[config.mk]
export PLATFORM = sky130hd
export DESIGN_NAME = demo_gpio
export DESIGN_NICKNAME = d
export VERILOG_FILES = /design/src/rtl/demo_pkg.sv /design/src/rtl/demo_gpio.sv
export SDC_FILE = /design/constraint.sdc
export NUM_CORES = 1
export LEC_CHECK = 0
export BUFFER_PORTS_ARGS = -buffer_cell sky130_fd_sc_hd__buf_2
export CORE_ASPECT_RATIO = 0.5
export CORE_MARGIN = 3
export CORE_UTILIZATION = 37
export DETAILED_ROUTE_END_ITERATION = 7
export GPL_TIMING_DRIVEN = 1
export MAX_ROUTING_LAYER = met4
export PLACE_DENSITY = 0.81
export SLEW_MARGIN = 20
export SYNTH_ARGS = -nofsm -noshare
export SYNTH_HDL_FRONTEND = slang
export SYNTH_SLANG_ARGS = --single-unit
[constraint.sdc]
create_clock -name clk_sys_i -period 0.8 [get_ports clk_sys_i]
set_input_delay 0.12 -clock clk_sys_i [delete_from_list [all_inputs] [get_ports clk_sys_i]]
set_output_delay 0.12 -clock clk_sys_i [all_outputs]
set_load 0.02 [all_outputs]
[src/rtl/demo_pkg.sv]
////////////////////////////////////////////////////////////
// Demo system address map and types
////////////////////////////////////////////////////////////
package demo_pkg;

  localparam int BusAddrWidth   = 32;
  localparam int BusDataWidth   = 32;
  localparam int BusBeWidth     = BusDataWidth / 8;
  localparam int RegOffsetWidth = 12;
  localparam int TimeWidth      = 2 * BusDataWidth;

  // Device windows
  localparam logic [BusAddrWidth-1:0] RamStart   = 32'h0010_0000;
  localparam logic [BusAddrWidth-1:0] RamSize    = 32'h0001_0000;
  localparam logic [BusAddrWidth-1:0] GpioStart  = 32'h8000_0000;
  localparam logic [BusAddrWidth-1:0] GpioSize   = 32'h0000_1000;
  localparam logic [BusAddrWidth-1:0] TimerStart = 32'h8000_2000;
  localparam logic [BusAddrWidth-1:0] TimerSize  = 32'h0000_1000;

  localparam int RamDepth = RamSize / 4;

  localparam int GpiWidth = 8;
  localparam int GpoWidth = 16;

  typedef enum logic [1:0] {
    DevRam,
    DevGpio,
    DevTimer,
    DevNone
  } bus_device_e;

  typedef enum logic [RegOffsetWidth-1:0] {
    GpioOut = 12'h000,
    GpioIn  = 12'h004
  } gpio_reg_e;

  typedef enum logic [RegOffsetWidth-1:0] {
    TimeLo = 12'h000,
    TimeHi = 12'h004,
    CmpLo  = 12'h008,
    CmpHi  = 12'h00C
  } timer_reg_e;

  // Byte-lane merge of write data into an old word
  function automatic logic [BusDataWidth-1:0] apply_be(input logic [BusDataWidth-1:0] old_data,
                                                       input logic [BusDataWidth-1:0] new_data,
                                                       input logic [BusBeWidth-1:0]   be);
    logic [BusDataWidth-1:0] merged;
    merged = old_data;
    for (int b = 0; b < BusBeWidth; b++) begin
      if (be[b]) begin
        merged[b*8 +: 8] = new_data[b*8 +: 8];
      end
    end
    return merged;
  endfunction

endpackage
[src/rtl/demo_gpio.sv]
////////////////////////////////////////////////////////////
// GPIO registers
////////////////////////////////////////////////////////////
module demo_gpio (
  input  logic                              clk_sys_i,
  input  logic                              rst_sys_ni,
  input  logic                              req_i,
  input  logic                              we_i,
  input  logic [demo_pkg::BusBeWidth-1:0]   be_i,
  input  logic [demo_pkg::BusAddrWidth-1:0] addr_i,
  input  logic [demo_pkg::BusDataWidth-1:0] wdata_i,
  output logic                              rvalid_o,
  output logic [demo_pkg::BusDataWidth-1:0] rdata_o,
  input  logic [demo_pkg::GpiWidth-1:0]     gp_i,
  output logic [demo_pkg::GpoWidth-1:0]     gp_o
);
  import demo_pkg::*;

  logic [RegOffsetWidth-1:0] offset;
  logic [GpiWidth-1:0]       gpi_meta_q;
  logic [GpiWidth-1:0]       gpi_sync_q;
  logic [BusDataWidth-1:0]   gpo_wide;
  logic [BusDataWidth-1:0]   gpo_merged;

  assign offset     = addr_i[RegOffsetWidth-1:0];
  assign gpo_wide   = {{(BusDataWidth-GpoWidth){1'b0}}, gp_o};
  assign gpo_merged = apply_be(gpo_wide, wdata_i, be_i);

  always_ff @(posedge clk_sys_i or negedge rst_sys_ni) begin
    if (!rst_sys_ni) begin
      gp_o       <= '0;
      gpi_meta_q <= '0;
      gpi_sync_q <= '0;
      rvalid_o   <= 1'b0;
    end else begin
      gpi_meta_q <= gp_i;
      gpi_sync_q <= gpi_meta_q;
      rvalid_o   <= req_i;
      if (req_i && we_i && offset == GpioOut) begin
        gp_o <= gpo_merged[GpoWidth-1:0];
      end
    end
  end

  always_ff @(posedge clk_sys_i) begin
    if (req_i) begin
      case (offset)
        GpioOut: rdata_o <= gpo_wide;
        GpioIn:  rdata_o <= {{(BusDataWidth-GpiWidth){1'b0}}, gpi_sync_q};
        default: rdata_o <= '0;
      endcase
    end
  end

endmodule

==> flow_summary.ini <==
[sta]
setup_viol = 65
fin_skew_ns = 0.0114
rsz0062_at_grt = true
fin_hold_ws_ns = 0.0378
finalWorstSetupSlack_ns = -0.613
min_period_over_period_pct = 177
period_minus_slack_ns = 1.41
finalHoldViolations = 0
max_freq_mhz = 708
setup-tns-final_ns = -23.36
slew_viol_final = 0

[grt]
grt_use_total_pct = 17.3
antenna_found_initial = 0
grt_pass1_vias = 1425
grt-ovfl-total = 0
grt_pass1_wl_mm = 7.67
grt_max_degree = 34

[synthesis]
synth_top_area_share_pct = 43.9
yosys_warnings = 0
netlist-cell-type-count = 15
yosysSeqAreaShare_pct = 69.5
synthArstFlopShare_pct = 67.3
syn_area_mm2 = 0.00188
syn_inst = 117
yosys_register_bits = 49
ys_top_cells_by_count = dfrtp_1 (33), buf_4 (16), edfxtp_1 (16), mux2_2 (16)
synth-main-ff-cell = dfrtp_1
syn_avg_cell_area_um2 = 16.1
synth.area.top_cells = dfrtp_1 (44%), edfxtp_1 (26%), mux2_2 (9.6%), buf_4 (6.4%), mux2i_1 (4.3%)
synth_edf_count = 16
yosysMostFrequentCell = dfrtp_1
yosysTopAreaCell = dfrtp_1

[placed_design]
dpl.cell_count = 263
io_buffer_count = 74
detailedPlace.worstSlack_ns = -0.979
dp_hpwl_mm = 2.89
gp_congestion = 0.860

[power_and_ir_drop]
p_leak_uw = 0.00142
power_density_mw_per_mm2 = 1580
irDropWorstVdd_uv = 776

[drt]
wl_mm = 4.88
vias_per_cell = 4.50
wl_per_cell_um = 16.6
drtAntennaViolNets = 0
num_vias = 1328
drtIter0Drc = 48
drc_errors = 0
first_pass_iters = 4

[floorplan]
initial_utilization_pct = 40.6
rows = 17
fp.coreArea_mm2 = 0.00464
die_x_um = 107
ioPinCount = 129
fp.dieArea_mm2 = 0.00603
chipHeight_um = 56.4

[critical_path]
r2r_end = rdata_o[7]$_DFFE_PP_
worstSetupEndpointType = flop
rr_startpoint = gp_o[7]$_DFFE_PN0P_
worstSetupStartpoint = addr_i[6]
crit_arrival_ns = 1.57
reg2reg_depth = 3
required_ns = 0.96
critPathKind = input pin to flop
crit_path_max_fanout = 8
r2r_slack_ns = -0.25
start_kind = input pin

[clocking]
cts-htree-levels = 2
clk_path_buf_depth = 2
cts.sinks = 49
root_buffer = clkbuf_8
clock_latency_ns = 0.31
cts_tree = yes
cts_buffers = 5
clk_pin_slew_worst_paths_ns = 0.10

[min_path]
hold_end = gp_o[3]$_DFFE_PN0P_
min_path_cells = 2
hold_path_class = input pin to flop
hp-start = wdata_i[3]

[final_layout]
syn_to_final_growth_pct = 53.9
final_layout_size_suffix_gt1_share_pct = 55.5
fin_cells = 295
nets = 308
n_antenna_cell = 0

[job]
cap_viol_max_count = 0

[run_status]
violations = setup timing
outcome = finished with violations
==> cell type report <==
cell class	instances	area [um2]
Clock buffer	5	68.8
Timing Repair Buffer	107	856
Multi-Input combinational cell	65	563
Tap cell	66	82.6
Sequential cell	49	1310
Clock inverter	3	17.5
Fill cell	315	1740
==> cell usage in the layout, fill, tap and decap left out <==
cell type	netlist	final
buf_4	16	19
dlygate4sd3_1	0	9
buf_12	0	1
conb_1	1	16
or4_4	2	2
or3_2	1	1
nor4_1	1	1
dfrtp_1	33	33
nor2_1	8	8
or3_1	1	1
clkinvlp_4	0	1
buf_6	0	34
mux2i_1	8	8
nand4b_1	2	2
buf_2	0	44
clkbuf_8	0	5
mux2_4	0	16
edfxtp_1	16	16
and2_1	8	8
nor4_4	2	2
clkinv_2	0	2
==> kinds of logic after synthesis <==
kind of cell | share of synthesized area, %
buf+inv | 6.79
flops | 69.5
mux | 13.8
other cells | 0.199
simple gates | 9.71
==> layer usage <==
metal	vias to the layer above	global-route usage, %	wire [um]
met1	666	20.7	1920
met5	-	-	0
li1	594	-	-
met2	59	28.3	2570
met4	0	7.10	70
met3	9	4.25	326
==> critical path, stage by stage <==
cell	delay (ns)
buf_6	0.09
or4_4	0.57
or3_2	0.61
nor2_1	0.17
==> registers in the layout, indices dropped and copies added (netlist names) <==
signal	cells
rdata_o	16
rvalid_o	1
gp_o	16
gpi_sync_q	8
gpi_meta_q	8
==> report_power, final <==
group	switching [uW]	leakage (uW)	internal [uW]
clock	819	0.0000439	604
combinational	252	0.000794	202
sequential	28.7	0.000585	2660
total	1100	0.00142	3460
==> how the worst max path moves through the flow <==
stage | to | cells past startpoint | slack, ns
floorplan | gp_o[0]$_DFFE_PN0P_ | 3 | -0.88
global placement | gp_o[1]$_DFFE_PN0P_ | 5 | -0.94
detailed placement | gp_o[1]$_DFFE_PN0P_ | 5 | -0.98
CTS | gp_o[8]$_DFFE_PN0P_ | 5 | -0.59
global route | gp_o[0]$_DFFE_PN0P_ | 5 | -0.63
finish | rdata_o[7]$_DFFE_PP_ | 4 | -0.61
==> per-stage QoR <==
step                power (uW)  util (%)  cell area (um2)
floorplan                 2950         -             1940
global placement          3090      50.5             2340
detailed placement        3100      50.5             2340
CTS                       4550      61.3             2840
global route              4750      62.4             2890
finish                    4560      62.4             2890
==> what timing repair did <==
| action | CTS | global route |
|---|---|---|
| hold buffers | 9 | 0 |
| resized for setup | 62 | 15 |
| hold endpoints to repair | 41 | 0 |
| pin swaps | 4 | 2 |
| setup endpoints to repair | 65 | 65 |
| buffers inserted | 15 | 0 |
Power figures use the tool's default switching activity.
