### src/rtl/demo_pkg.sv
////////////////////////////////////////////////////////////
// Demo system address map and types
////////////////////////////////////////////////////////////
package demo_pkg;

  localparam int BusAddrWidth   = 32;
  localparam int BusDataWidth   = 32;
  localparam int BusBeWidth     = BusDataWidth / 8;
  localparam int RegOffsetWidth = 12;
  localparam int TimeWidth      = 2 * BusDataWidth;

  // Device windows
  localparam logic [BusAddrWidth-1:0] RamStart   = 32'h0010_0000;
  localparam logic [BusAddrWidth-1:0] RamSize    = 32'h0001_0000;
  localparam logic [BusAddrWidth-1:0] GpioStart  = 32'h8000_0000;
  localparam logic [BusAddrWidth-1:0] GpioSize   = 32'h0000_1000;
  localparam logic [BusAddrWidth-1:0] TimerStart = 32'h8000_2000;
  localparam logic [BusAddrWidth-1:0] TimerSize  = 32'h0000_1000;

  localparam int RamDepth = RamSize / 4;

  localparam int GpiWidth = 8;
  localparam int GpoWidth = 16;

  typedef enum logic [1:0] {
    DevRam,
    DevGpio,
    DevTimer,
    DevNone
  } bus_device_e;

  typedef enum logic [RegOffsetWidth-1:0] {
    GpioOut = 12'h000,
    GpioIn  = 12'h004
  } gpio_reg_e;

  typedef enum logic [RegOffsetWidth-1:0] {
    TimeLo = 12'h000,
    TimeHi = 12'h004,
    CmpLo  = 12'h008,
    CmpHi  = 12'h00C
  } timer_reg_e;

  // Byte-lane merge of write data into an old word
  function automatic logic [BusDataWidth-1:0] apply_be(input logic [BusDataWidth-1:0] old_data,
                                                       input logic [BusDataWidth-1:0] new_data,
                                                       input logic [BusBeWidth-1:0]   be);
    logic [BusDataWidth-1:0] merged;
    merged = old_data;
    for (int b = 0; b < BusBeWidth; b++) begin
      if (be[b]) begin
        merged[b*8 +: 8] = new_data[b*8 +: 8];
      end
    end
    return merged;
  endfunction

endpackage
### src/rtl/demo_timer.sv
////////////////////////////////////////////////////////////
// Machine timer
////////////////////////////////////////////////////////////
module demo_timer (
  input  logic                              clk_sys_i,
  input  logic                              rst_sys_ni,
  input  logic                              req_i,
  input  logic                              we_i,
  input  logic [demo_pkg::BusBeWidth-1:0]   be_i,
  input  logic [demo_pkg::BusAddrWidth-1:0] addr_i,
  input  logic [demo_pkg::BusDataWidth-1:0] wdata_i,
  output logic                              rvalid_o,
  output logic [demo_pkg::BusDataWidth-1:0] rdata_o,
  output logic                              timer_irq_o
);
  import demo_pkg::*;

  logic [RegOffsetWidth-1:0] offset;
  logic                      wr;
  logic [TimeWidth-1:0]      time_q;
  logic [TimeWidth-1:0]      time_d;
  logic [TimeWidth-1:0]      cmp_q;
  logic [TimeWidth-1:0]      cmp_d;

  assign offset = addr_i[RegOffsetWidth-1:0];
  assign wr     = req_i & we_i;

  always_comb begin
    time_d = time_q + 1'b1;
    cmp_d  = cmp_q;
    if (wr) begin
      case (offset)
        TimeLo: time_d[BusDataWidth-1:0] = apply_be(time_q[BusDataWidth-1:0], wdata_i, be_i);
        TimeHi: time_d[TimeWidth-1:BusDataWidth] =
                    apply_be(time_q[TimeWidth-1:BusDataWidth], wdata_i, be_i);
        CmpLo:  cmp_d[BusDataWidth-1:0] = apply_be(cmp_q[BusDataWidth-1:0], wdata_i, be_i);
        CmpHi:  cmp_d[TimeWidth-1:BusDataWidth] =
                    apply_be(cmp_q[TimeWidth-1:BusDataWidth], wdata_i, be_i);
        default: ;
      endcase
    end
  end

  always_ff @(posedge clk_sys_i or negedge rst_sys_ni) begin
    if (!rst_sys_ni) begin
      time_q      <= '0;
      cmp_q       <= '0;
      rvalid_o    <= 1'b0;
      timer_irq_o <= 1'b0;
    end else begin
      time_q      <= time_d;
      cmp_q       <= cmp_d;
      rvalid_o    <= req_i;
      timer_irq_o <= (time_q >= cmp_q);
    end
  end

  always_ff @(posedge clk_sys_i) begin
    if (req_i) begin
      case (offset)
        TimeLo:  rdata_o <= time_q[BusDataWidth-1:0];
        TimeHi:  rdata_o <= time_q[TimeWidth-1:BusDataWidth];
        CmpLo:   rdata_o <= cmp_q[BusDataWidth-1:0];
        CmpHi:   rdata_o <= cmp_q[TimeWidth-1:BusDataWidth];
        default: rdata_o <= '0;
      endcase
    end
  end

  // Interrupt comes up no earlier than one full cycle out of reset
  irq_low_after_reset: assert property (
    @(posedge clk_sys_i) $rose(rst_sys_ni) |-> !timer_irq_o
  );

endmodule

### config.mk
export PLATFORM = sky130hd
export DESIGN_NAME = demo_timer
export DESIGN_NICKNAME = d
export VERILOG_FILES = /design/src/rtl/demo_pkg.sv /design/src/rtl/demo_timer.sv
export SDC_FILE = /design/constraint.sdc
export NUM_CORES = 1
export LEC_CHECK = 0
export ABC_CLOCK_PERIOD_IN_PS = 3800
export BUFFER_PORTS_ARGS = -buffer_cell sky130_fd_sc_hd__buf_2
export CAP_MARGIN = 20
export CORE_MARGIN = 5
export CORE_UTILIZATION = 35
export CTS_BUF_LIST = sky130_fd_sc_hd__clkbuf_16
export DETAILED_ROUTE_END_ITERATION = 10
export PLACE_DENSITY_LB_ADDON = 0.15
export SYNTH_ARGS = -nofsm -noshare
export SYNTH_HDL_FRONTEND = slang
export SYNTH_SLANG_ARGS = --single-unit
### constraint.sdc
create_clock -name clk_sys_i -period 3.8 [get_ports clk_sys_i]
set_clock_uncertainty 0.2 [all_clocks]
set_input_delay 0.76 -clock clk_sys_i [delete_from_list [all_inputs] [get_ports clk_sys_i]]
set_output_delay 0.76 -clock clk_sys_i [all_outputs]
set_load 0.1 [all_outputs]
==> flow_metrics.tcl <==
set metrics [dict create \
    status "finished clean" \
    dpl_cell_area_um2 10700 \
    grt_usage 0.203 \
    rows 61 \
    dr.first_iter.drc_count 651 \
    yosys-mux-area-fraction 0.0393 \
    timing.final.crit_share 0.800 \
    setup_violations 0 \
    diodes 0 \
    die_w_um 177 \
    insertion_delay_ns 0.45 \
    clock-root-buffer "clkbuf_16" \
    place.detailed.hpwl_um 22500 \
    synthAdderAreaFrac 0.0838 \
    grt_remaining_overflow 0 \
    finalMaxSlewViolations 0 \
    synth_xor_area_frac 0.00180 \
    startpoint "time_q[8]" \
    drive_above_1_share 0.175 \
    initial_core_util 0.352 \
    ys_ff_latch 162 \
    syn_area_um2 9710 \
    fin_ws_ns 0.759 \
    syn-num-nets 1186 \
    rsz0062_at_grt "false" \
    p_leak_nw 4.98 \
    grt_pass1_wl_um 48900 \
    postRouteWirelength_um 31500 \
    ctsResizeCount 0 \
    design_area_um2 11300 \
    dieHeight_um 177 \
    antenna_found_initial 0 \
    p_per_area_nw_per_um2 359 \
    core_area_um2 27600 \
    nets 1271 \
    cts_tree "done" \
    wl_per_cell_um 20.6 \
    ant_nets 0 \
    io_pins 106 \
    timing.fmax_mhz 329 \
    cp-start-kind "flop" \
    numCtsBuffers 17 \
    cp_max_fo 10 \
    yosys_warnings 0 \
    clk_pin_slew_ns 0.08 \
    synth_compound_area_frac 0.203 \
    global_route.usage.met3 0.0345 \
    numClockSinks 162 \
    synth_top_family_by_area "compound AO/OA/AOI/OAI gates" \
    htreeDepth 4 \
    ys_dominant_reg_cell "dfrtp_1" \
    hold_buffers 0 \
    cp-end-kind "flop" \
    drc 0 \
    place.gp.congestion 0.856 \
    clk_path_buf_depth 2 \
    syn_inst 1049 \
    via_per_inst 5.58 \
    yosysSeqAreaShare 0.434 \
    slew_headroom 0.443 \
    avgSynthCellArea_um2 9.25 \
    dr_total_vias 8503 \
    reg2regPathDepth 6 \
    min_period_ns 3.04 \
    ys_types 71 \
    worstPathRequired_ns 3.93 \
    worstMarginPinSlew_ns 0.829 \
    dp_slack_ns 0.469 \
    gr-usage-met2 0.317 \
    portBuffers 85 \
    grt.busiest_layer "met2" \
    synth_edf_count 32 \
    hold_path_class "in2async" \
    r2r_slack_ns 0.76 \
    worstSetupPathType "reg2reg" \
    synth_simple_gate_area_frac 0.188 \
    use_met1 0.289 \
    final_hold_viol_count 0 \
    area_delta_synth_final_pct 16.0 \
    firstDrtPassIters 7 \
    grt_pass1_vias 8303 \
    worstReg2RegEnd "time_q[57]" \
    grt_max_degree 69 \
    maxCapViolCount 0 \
    peakVddDrop_mv 0.283 \
    cts_setup_buffers 0 \
    die-area_um2 31200 \
    r2r_start "time_q[8]" \
    synth_async_sr_flop_share 0.802 \
    worst_ep_arrival_time_ns 3.17 \
    final.setup.tns_ns 0 \
]
-- cell families after synthesis --
kind of cell	after synthesis
flip-flops	162
multiplexers	34
XOR/XNOR	2
buffers and inverters	123
AO/OA/AOI/OAI	297
AND/OR/NAND/NOR	366
adder cells (fa/ha/maj)	65
-- cells in the mapped netlist (all sizes together), types with 3 or more instances --
master,number,area share
o22ai,6,0.0039
dfrtp,130,0.34
inv,78,0.030
mux2,33,0.038
a22oi,65,0.050
and3,12,0.0077
and2,8,0.0052
o211ai,7,0.0054
a221oi,4,0.0036
nor2,62,0.024
edfxtp,32,0.099
nand4,24,0.016
o31ai,5,0.0039
nor4,12,0.012
clkbuf,36,0.014
a211oi,17,0.013
nand2,144,0.056
nor2b,4,0.0026
buf,9,0.0053
a21oi,68,0.035
o41ai,3,0.0027
a31oi,4,0.0026
o22a,4,0.0036
ha,65,0.084
and4,10,0.0090
o21ai,63,0.032
o221a,3,0.0035
nand2b,4,0.0026
o21a,8,0.0062
a21o,5,0.0039
o32ai,13,0.013
nor3,22,0.013
or3,8,0.0057
nand3,47,0.027
-- power by group --
group          internal [mW]  switching, mW  total, mW  leakage (nW)
sequential              1.81         0.0568       1.87          1.82
clock                   1.04          0.803       1.85         0.297
combinational         0.0844          0.241      0.326          2.86
-- layout make-up --
class / count / area, um2
clock buffer: 17 / 425
tap: 378 / 473
multi-input combinational: 764 / 5030
timing repair buffer: 111 / 639
sequential: 162 / 4210
clock inverter: 15 / 180
inverter: 78 / 293
fill: 2773 / 16300
-- state kept, by name, indices dropped and copies added, names as in the netlist --
signal and count:
rvalid_o 1, timer_irq_o 1, time_q 64, cmp_q 64, rdata_o 32
-- worst max-delay path, stage by stage (launching register included) --
cell and delay (ns):
dfrtp_1 0.56, nand3_4 0.19, nor4_4 0.62, nand2_2 0.31, nor3_1 0.72, and4_1 0.29
nor3_1 0.04
-- layer usage --
layer,share of wire,up-vias
met4,0.022,0
met5,0,-
li1,-,4056
met3,0.049,50
met1,0.48,4164
met2,0.45,233
-- per-stage QoR --
step           cells  power [mW]   util  hold slack, ns
6_report        1525        4.04  0.409           0.120
3_5_place_dp    1493        2.23  0.387           0.319
3_3_place_gp    1493        2.23  0.387           0.316
4_1_cts         1525        4.07  0.409           0.161
5_1_grt         1525        4.18  0.409           0.169
2_1_floorplan   1049        2.06      -           0.264
-- worst max path at each step --
stage	endpoint	slack, ns	cells after the start
floorplan	time_q[56]	1.04	7
global route	time_q[47]	0.61	6
global placement	cmp_q[29]	0.56	6
detailed placement	cmp_q[29]	0.47	6
finish	time_q[57]	0.76	6
CTS	time_q[57]	0.77	6
-- cells in the final DEF, fill, tap and decap left out, types with 17 or more instances in the layout --
cell	instances
a211oi_1	17
inv_1	79
mux2_2	33
nor3_1	18
ha_1	65
dfrtp_1	130
nand2_1	143
nand3_1	45
edfxtp_1	32
buf_2	84
clkbuf_16	17
o21ai_0	63
nand4_1	23
a22oi_1	65
a21oi_1	68
buf_4	25
nor2_1	58
Power figures use the tool's default switching activity.
