**src/rtl/demo_pkg.sv**
```systemverilog
////////////////////////////////////////////////////////////
// Demo system address map and types
////////////////////////////////////////////////////////////
package demo_pkg;

  localparam int BusAddrWidth   = 32;
  localparam int BusDataWidth   = 32;
  localparam int BusBeWidth     = BusDataWidth / 8;
  localparam int RegOffsetWidth = 12;
  localparam int TimeWidth      = 2 * BusDataWidth;

  // Device windows
  localparam logic [BusAddrWidth-1:0] RamStart   = 32'h0010_0000;
  localparam logic [BusAddrWidth-1:0] RamSize    = 32'h0001_0000;
  localparam logic [BusAddrWidth-1:0] GpioStart  = 32'h8000_0000;
  localparam logic [BusAddrWidth-1:0] GpioSize   = 32'h0000_1000;
  localparam logic [BusAddrWidth-1:0] TimerStart = 32'h8000_2000;
  localparam logic [BusAddrWidth-1:0] TimerSize  = 32'h0000_1000;

  localparam int RamDepth = RamSize / 4;

  localparam int GpiWidth = 8;
  localparam int GpoWidth = 16;

  typedef enum logic [1:0] {
    DevRam,
    DevGpio,
    DevTimer,
    DevNone
  } bus_device_e;

  typedef enum logic [RegOffsetWidth-1:0] {
    GpioOut = 12'h000,
    GpioIn  = 12'h004
  } gpio_reg_e;

  typedef enum logic [RegOffsetWidth-1:0] {
    TimeLo = 12'h000,
    TimeHi = 12'h004,
    CmpLo  = 12'h008,
    CmpHi  = 12'h00C
  } timer_reg_e;

  // Byte-lane merge of write data into an old word
  function automatic logic [BusDataWidth-1:0] apply_be(input logic [BusDataWidth-1:0] old_data,
                                                       input logic [BusDataWidth-1:0] new_data,
                                                       input logic [BusBeWidth-1:0]   be);
    logic [BusDataWidth-1:0] merged;
    merged = old_data;
    for (int b = 0; b < BusBeWidth; b++) begin
      if (be[b]) begin
        merged[b*8 +: 8] = new_data[b*8 +: 8];
      end
    end
    return merged;
  endfunction

endpackage
```
**src/rtl/demo_bus.sv**
```systemverilog
////////////////////////////////////////////////////////////
// Peripheral bus decoder
////////////////////////////////////////////////////////////
module demo_bus (
  input  logic                              clk_sys_i,
  input  logic                              rst_sys_ni,

  input  logic                              host_req_i,
  input  logic                              host_we_i,
  input  logic [demo_pkg::BusBeWidth-1:0]   host_be_i,
  input  logic [demo_pkg::BusAddrWidth-1:0] host_addr_i,
  input  logic [demo_pkg::BusDataWidth-1:0] host_wdata_i,
  output logic                              host_rvalid_o,
  output logic [demo_pkg::BusDataWidth-1:0] host_rdata_o,
  output logic                              host_err_o,

  output logic                              ram_req_o,
  output logic                              ram_we_o,
  output logic [demo_pkg::BusBeWidth-1:0]   ram_be_o,
  output logic [demo_pkg::BusAddrWidth-1:0] ram_addr_o,
  output logic [demo_pkg::BusDataWidth-1:0] ram_wdata_o,
  input  logic                              ram_rvalid_i,
  input  logic [demo_pkg::BusDataWidth-1:0] ram_rdata_i,

  output logic                              gpio_req_o,
  output logic                              gpio_we_o,
  output logic [demo_pkg::BusBeWidth-1:0]   gpio_be_o,
  output logic [demo_pkg::BusAddrWidth-1:0] gpio_addr_o,
  output logic [demo_pkg::BusDataWidth-1:0] gpio_wdata_o,
  input  logic                              gpio_rvalid_i,
  input  logic [demo_pkg::BusDataWidth-1:0] gpio_rdata_i,

  output logic                              timer_req_o,
  output logic                              timer_we_o,
  output logic [demo_pkg::BusBeWidth-1:0]   timer_be_o,
  output logic [demo_pkg::BusAddrWidth-1:0] timer_addr_o,
  output logic [demo_pkg::BusDataWidth-1:0] timer_wdata_o,
  input  logic                              timer_rvalid_i,
  input  logic [demo_pkg::BusDataWidth-1:0] timer_rdata_i
);
  import demo_pkg::*;

  bus_device_e dev_sel;
  bus_device_e dev_q;
  logic        err_q;

  always_comb begin
    dev_sel = DevNone;
    if ((host_addr_i & ~(RamSize - 1)) == RamStart) begin
      dev_sel = DevRam;
    end else if ((host_addr_i & ~(GpioSize - 1)) == GpioStart) begin
      dev_sel = DevGpio;
    end else if ((host_addr_i & ~(TimerSize - 1)) == TimerStart) begin
      dev_sel = DevTimer;
    end
  end

  // Only the selected device sees the request pulse
  assign ram_req_o   = host_req_i & (dev_sel == DevRam);
  assign gpio_req_o  = host_req_i & (dev_sel == DevGpio);
  assign timer_req_o = host_req_i & (dev_sel == DevTimer);

  assign ram_we_o      = host_we_i;
  assign ram_be_o      = host_be_i;
  assign ram_addr_o    = host_addr_i;
  assign ram_wdata_o   = host_wdata_i;
  assign gpio_we_o     = host_we_i;
  assign gpio_be_o     = host_be_i;
  assign gpio_addr_o   = host_addr_i;
  assign gpio_wdata_o  = host_wdata_i;
  assign timer_we_o    = host_we_i;
  assign timer_be_o    = host_be_i;
  assign timer_addr_o  = host_addr_i;
  assign timer_wdata_o = host_wdata_i;

  always_ff @(posedge clk_sys_i or negedge rst_sys_ni) begin
    if (!rst_sys_ni) begin
      dev_q <= DevNone;
      err_q <= 1'b0;
    end else begin
      dev_q <= dev_sel;
      err_q <= host_req_i & (dev_sel == DevNone);
    end
  end

  always_comb begin
    case (dev_q)
      DevRam: begin
        host_rvalid_o = ram_rvalid_i;
        host_rdata_o  = ram_rdata_i;
      end
      DevGpio: begin
        host_rvalid_o = gpio_rvalid_i;
        host_rdata_o  = gpio_rdata_i;
      end
      DevTimer: begin
        host_rvalid_o = timer_rvalid_i;
        host_rdata_o  = timer_rdata_i;
      end
      default: begin
        host_rvalid_o = err_q;
        host_rdata_o  = '0;
      end
    endcase
  end

  assign host_err_o = err_q;

  // Devices must answer one cycle after the request and never on their own
  rvalid_follows_req: assert property (
    @(posedge clk_sys_i) disable iff (!rst_sys_ni)
    host_rvalid_o |-> $past(host_req_i)
  );

endmodule

```
**config.mk**
```make
export PLATFORM = sky130hd
export DESIGN_NAME = demo_bus
export DESIGN_NICKNAME = d
export VERILOG_FILES = /design/src/rtl/demo_pkg.sv /design/src/rtl/demo_bus.sv
export SDC_FILE = /design/constraint.sdc
export NUM_CORES = 1
export LEC_CHECK = 0
export ABC_AREA = 1
export ABC_CLOCK_PERIOD_IN_PS = 2350
export BUFFER_PORTS_ARGS = -buffer_cell sky130_fd_sc_hd__buf_4
export CAP_MARGIN = 20
export CORE_AREA = 3 3 159 161
export DETAILED_ROUTE_END_ITERATION = 8
export DIE_AREA = 0 0 162 164
export GPL_TIMING_DRIVEN = 0
export MAX_ROUTING_LAYER = met4
export PLACE_DENSITY_LB_ADDON = 0.08
export REMOVE_ABC_BUFFERS = 1
export SLEW_MARGIN = 10
export SYNTH_ARGS = -nofsm -noshare
export SYNTH_HDL_FRONTEND = slang
export SYNTH_SLANG_ARGS = --single-unit
```
**constraint.sdc**
```tcl
create_clock -name clk_sys_i -period 2.35 [get_ports clk_sys_i]
set_input_delay 0.705 -clock clk_sys_i [delete_from_list [all_inputs] [get_ports clk_sys_i]]
set_output_delay 0.705 -clock clk_sys_i [all_outputs]
set_load 0.1 [all_outputs]
```
==> metrics.csv <==
metric,value,unit
layoutNonFillerInstCount,799,
crit_buf_inv,3,
synth-seq-area-share,2.89,%
irDropWorstVdd,0.153,mV
netlist_area,2680,sq um
synthAdderAreaFrac,0,%
syn_inst,432,
num_io_pins,415,
clock-sinks,3,
die-height,164,um
numCtsBuffers,3,
first_iter_violations,109,
fin_area,4080,sq um
cp_slowest_cell,dfstp_2,
wl_per_cell,28.1,um
p_leak,1.92,nW
start_util,11.1,%
drive_above_1_share,66.7,%
ys.flop_type,dfstp_2,
synth-simple-area-share,19.3,%
grt_max_degree,27,
core-area,24100,sq um
crit_chain,inv_12 -> or2_4 -> clkbuf_16 -> o211ai_1 -> buf_6,
final_core_util,16.9,%
yosysMostFrequentCell,buf_4,
synth-compound-area-share,9.29,%
drtPass1Iterations,4,
fin_ws,-0.165,ns
cts_buffer_depth,2,
end_kind,output port,
max-slew-margin-rel,80.5,%
slowest_delay,0.60,ns
hold_class,in2async,
post-dp-hpwl,18.3,mm
critical_path.top_delay_family,flip-flops,
root_buffer,clkbuf_16,
post-route-min-period,2.51,ns
overflow,0,
fin_setup_tns,-4.13,ns
synth-edff-count,0,
gp_congestion,0.791,
maxCapViolations,0,
synth_top_area_share,58.0,%
dp_worst_setup_slack,-0.544,ns
ant_nets,0,
grt_pass1_vias,2833,
setup_viol,34,
ys_ff_latch,3,
synth.cells.most_frequent,"buf_4, inv_1, nand2_1, nand3_1, o211ai_1",
required,1.64,ns
cts_tree,done,
port_buffers,218,
yosysWarnings,0,
crit_path_start_kind,flip-flop,
path_class,reg2out,
fin_crit_sh,107,%
place_area,3140,sq um
power_density,275,nW/um^2
die-area,26600,sq um
tightest_slew,0.295,ns
detail_route.vias_per_cell,3.68,
groute.usage.overall,16.2,%
die_x,162,um
dp_cells,755,
antenna_found_initial,0,
routed-via-count,2944,
grt_pass1_wl,27.7,mm
status,finished with violations,
drc_errors,0,
violations,setup timing,
synth_area_leaders,"buf_4, o211ai_1, nand3_1, inv_1, nand2_1",
maxSlewViolCount,0,
async_reset_ff_share,100,%
multi_input_area,981,sq um
synth_mux_area_share,0,%
synth_top_family_by_area,buffers and inverters,
ys_types,16,
area.growth.synth_to_final,52.1,%
max_freq,398,MHz
yosys.area_share.xor_xnor,0,%
critPathArrivalTime,1.81,ns
clkTransAtPathRegs,0.03,ns
htreeDepth,1,
n_fill_cell,2811,
regArea,81.3,sq um
rsz0062_at_grt,yes,
synth_area_leader_cell,buf_4,
hold_viol,0,
crit_fanout,13,
nNetsFinal,646,
num_rows,57,
syn_avg_cell_area,6.21,sq um
wl,22.4,mm
[repair_timing]
item / in CTS / in global routing
resized for setup: 102 / 52
buffers inserted: 34 / 5
pin swaps: 30 / 35
hold buffers: 0 / 0
gates cloned: 1 / 1
setup endpoints to repair: 36 / 37
[cell type report]
| type | count | area share, % |
|---|---|---|
| clock buffers | 4 | 1.93 |
| repair inverters | 1 | 0.215 |
| inverters | 54 | 5.71 |
| repair buffers | 258 | 56.1 |
| multi-input cells | 154 | 24.0 |
| flip-flops and latches | 3 | 1.99 |
| well taps | 324 | 9.94 |
| diodes | 1 | 0.0613 |
[worst paths after layout]
check,startpoint,endpoint,slack (ns),cells past startpoint
worst max-delay path,dev_q[1],host_rdata_o[13],-0.16,5
max in group asynchronous,rst_sys_ni,dev_q[1],1.90,1
worst min-delay path,rst_sys_ni,host_err_o,0.26,1
min in group clk_sys_i,host_req_i,host_err_o,0.77,3
[state kept, by name, summed over array words and instances (netlist names)]
name / flops
host_err_o: 1
dev_q: 2
[cells in the final DEF (no fill, tap or decap), types with 2 or more instances in the layout]
cell type  instances
nand2_1           38
buf_4            200
inv_6              3
nand2_4            2
nor2_4            14
nor2_2             7
nand3_1           38
buf_8             11
buf_12             9
nand3_2            2
nor3_1             2
inv_4              3
buf_6             37
nor2_1             3
nand2_2            9
o211ai_1          32
clkbuf_16          4
inv_2              7
nand3_4            3
inv_1             41
[per-layer routing]
metal	share of wire, %	vias up	global-route usage (%)
met4	1.6	0	2.95
met2	43	394	23.8
met1	33	1313	14.7
li1	-	1225	-
met3	23	12	17.1
met5	0	-	-
[kinds of logic (layout without fill, tap and decap cells)]
logic type	Yosys count	after routing
AO/OA/AOI/OAI	33	33
AND/OR/NAND/NOR	121	121
flip-flops	3	3
other	0	1
buffers and inverters	275	317
[stage by stage]
step / hold WS [ns] / total power, W
final: 0.264 / 0.00112
after global routing: 0.262 / 0.00117
after CTS: 0.262 / 0.00111
after detailed placement: 0.495 / 0.000774
after global placement: 0.497 / 0.000774
after floorplan: 0.409 / 0.0000973
[where the power goes]
part	switching, W	leakage [nW]	total [W]	internal [W]
Clock	0.0000445	0.0382	0.000268	0.000224
Sequential	0.000000457	0.0325	0.0000534	0.0000529
Combinational	0.000540	1.85	0.000801	0.000261
Power figures use the tool's default switching activity.
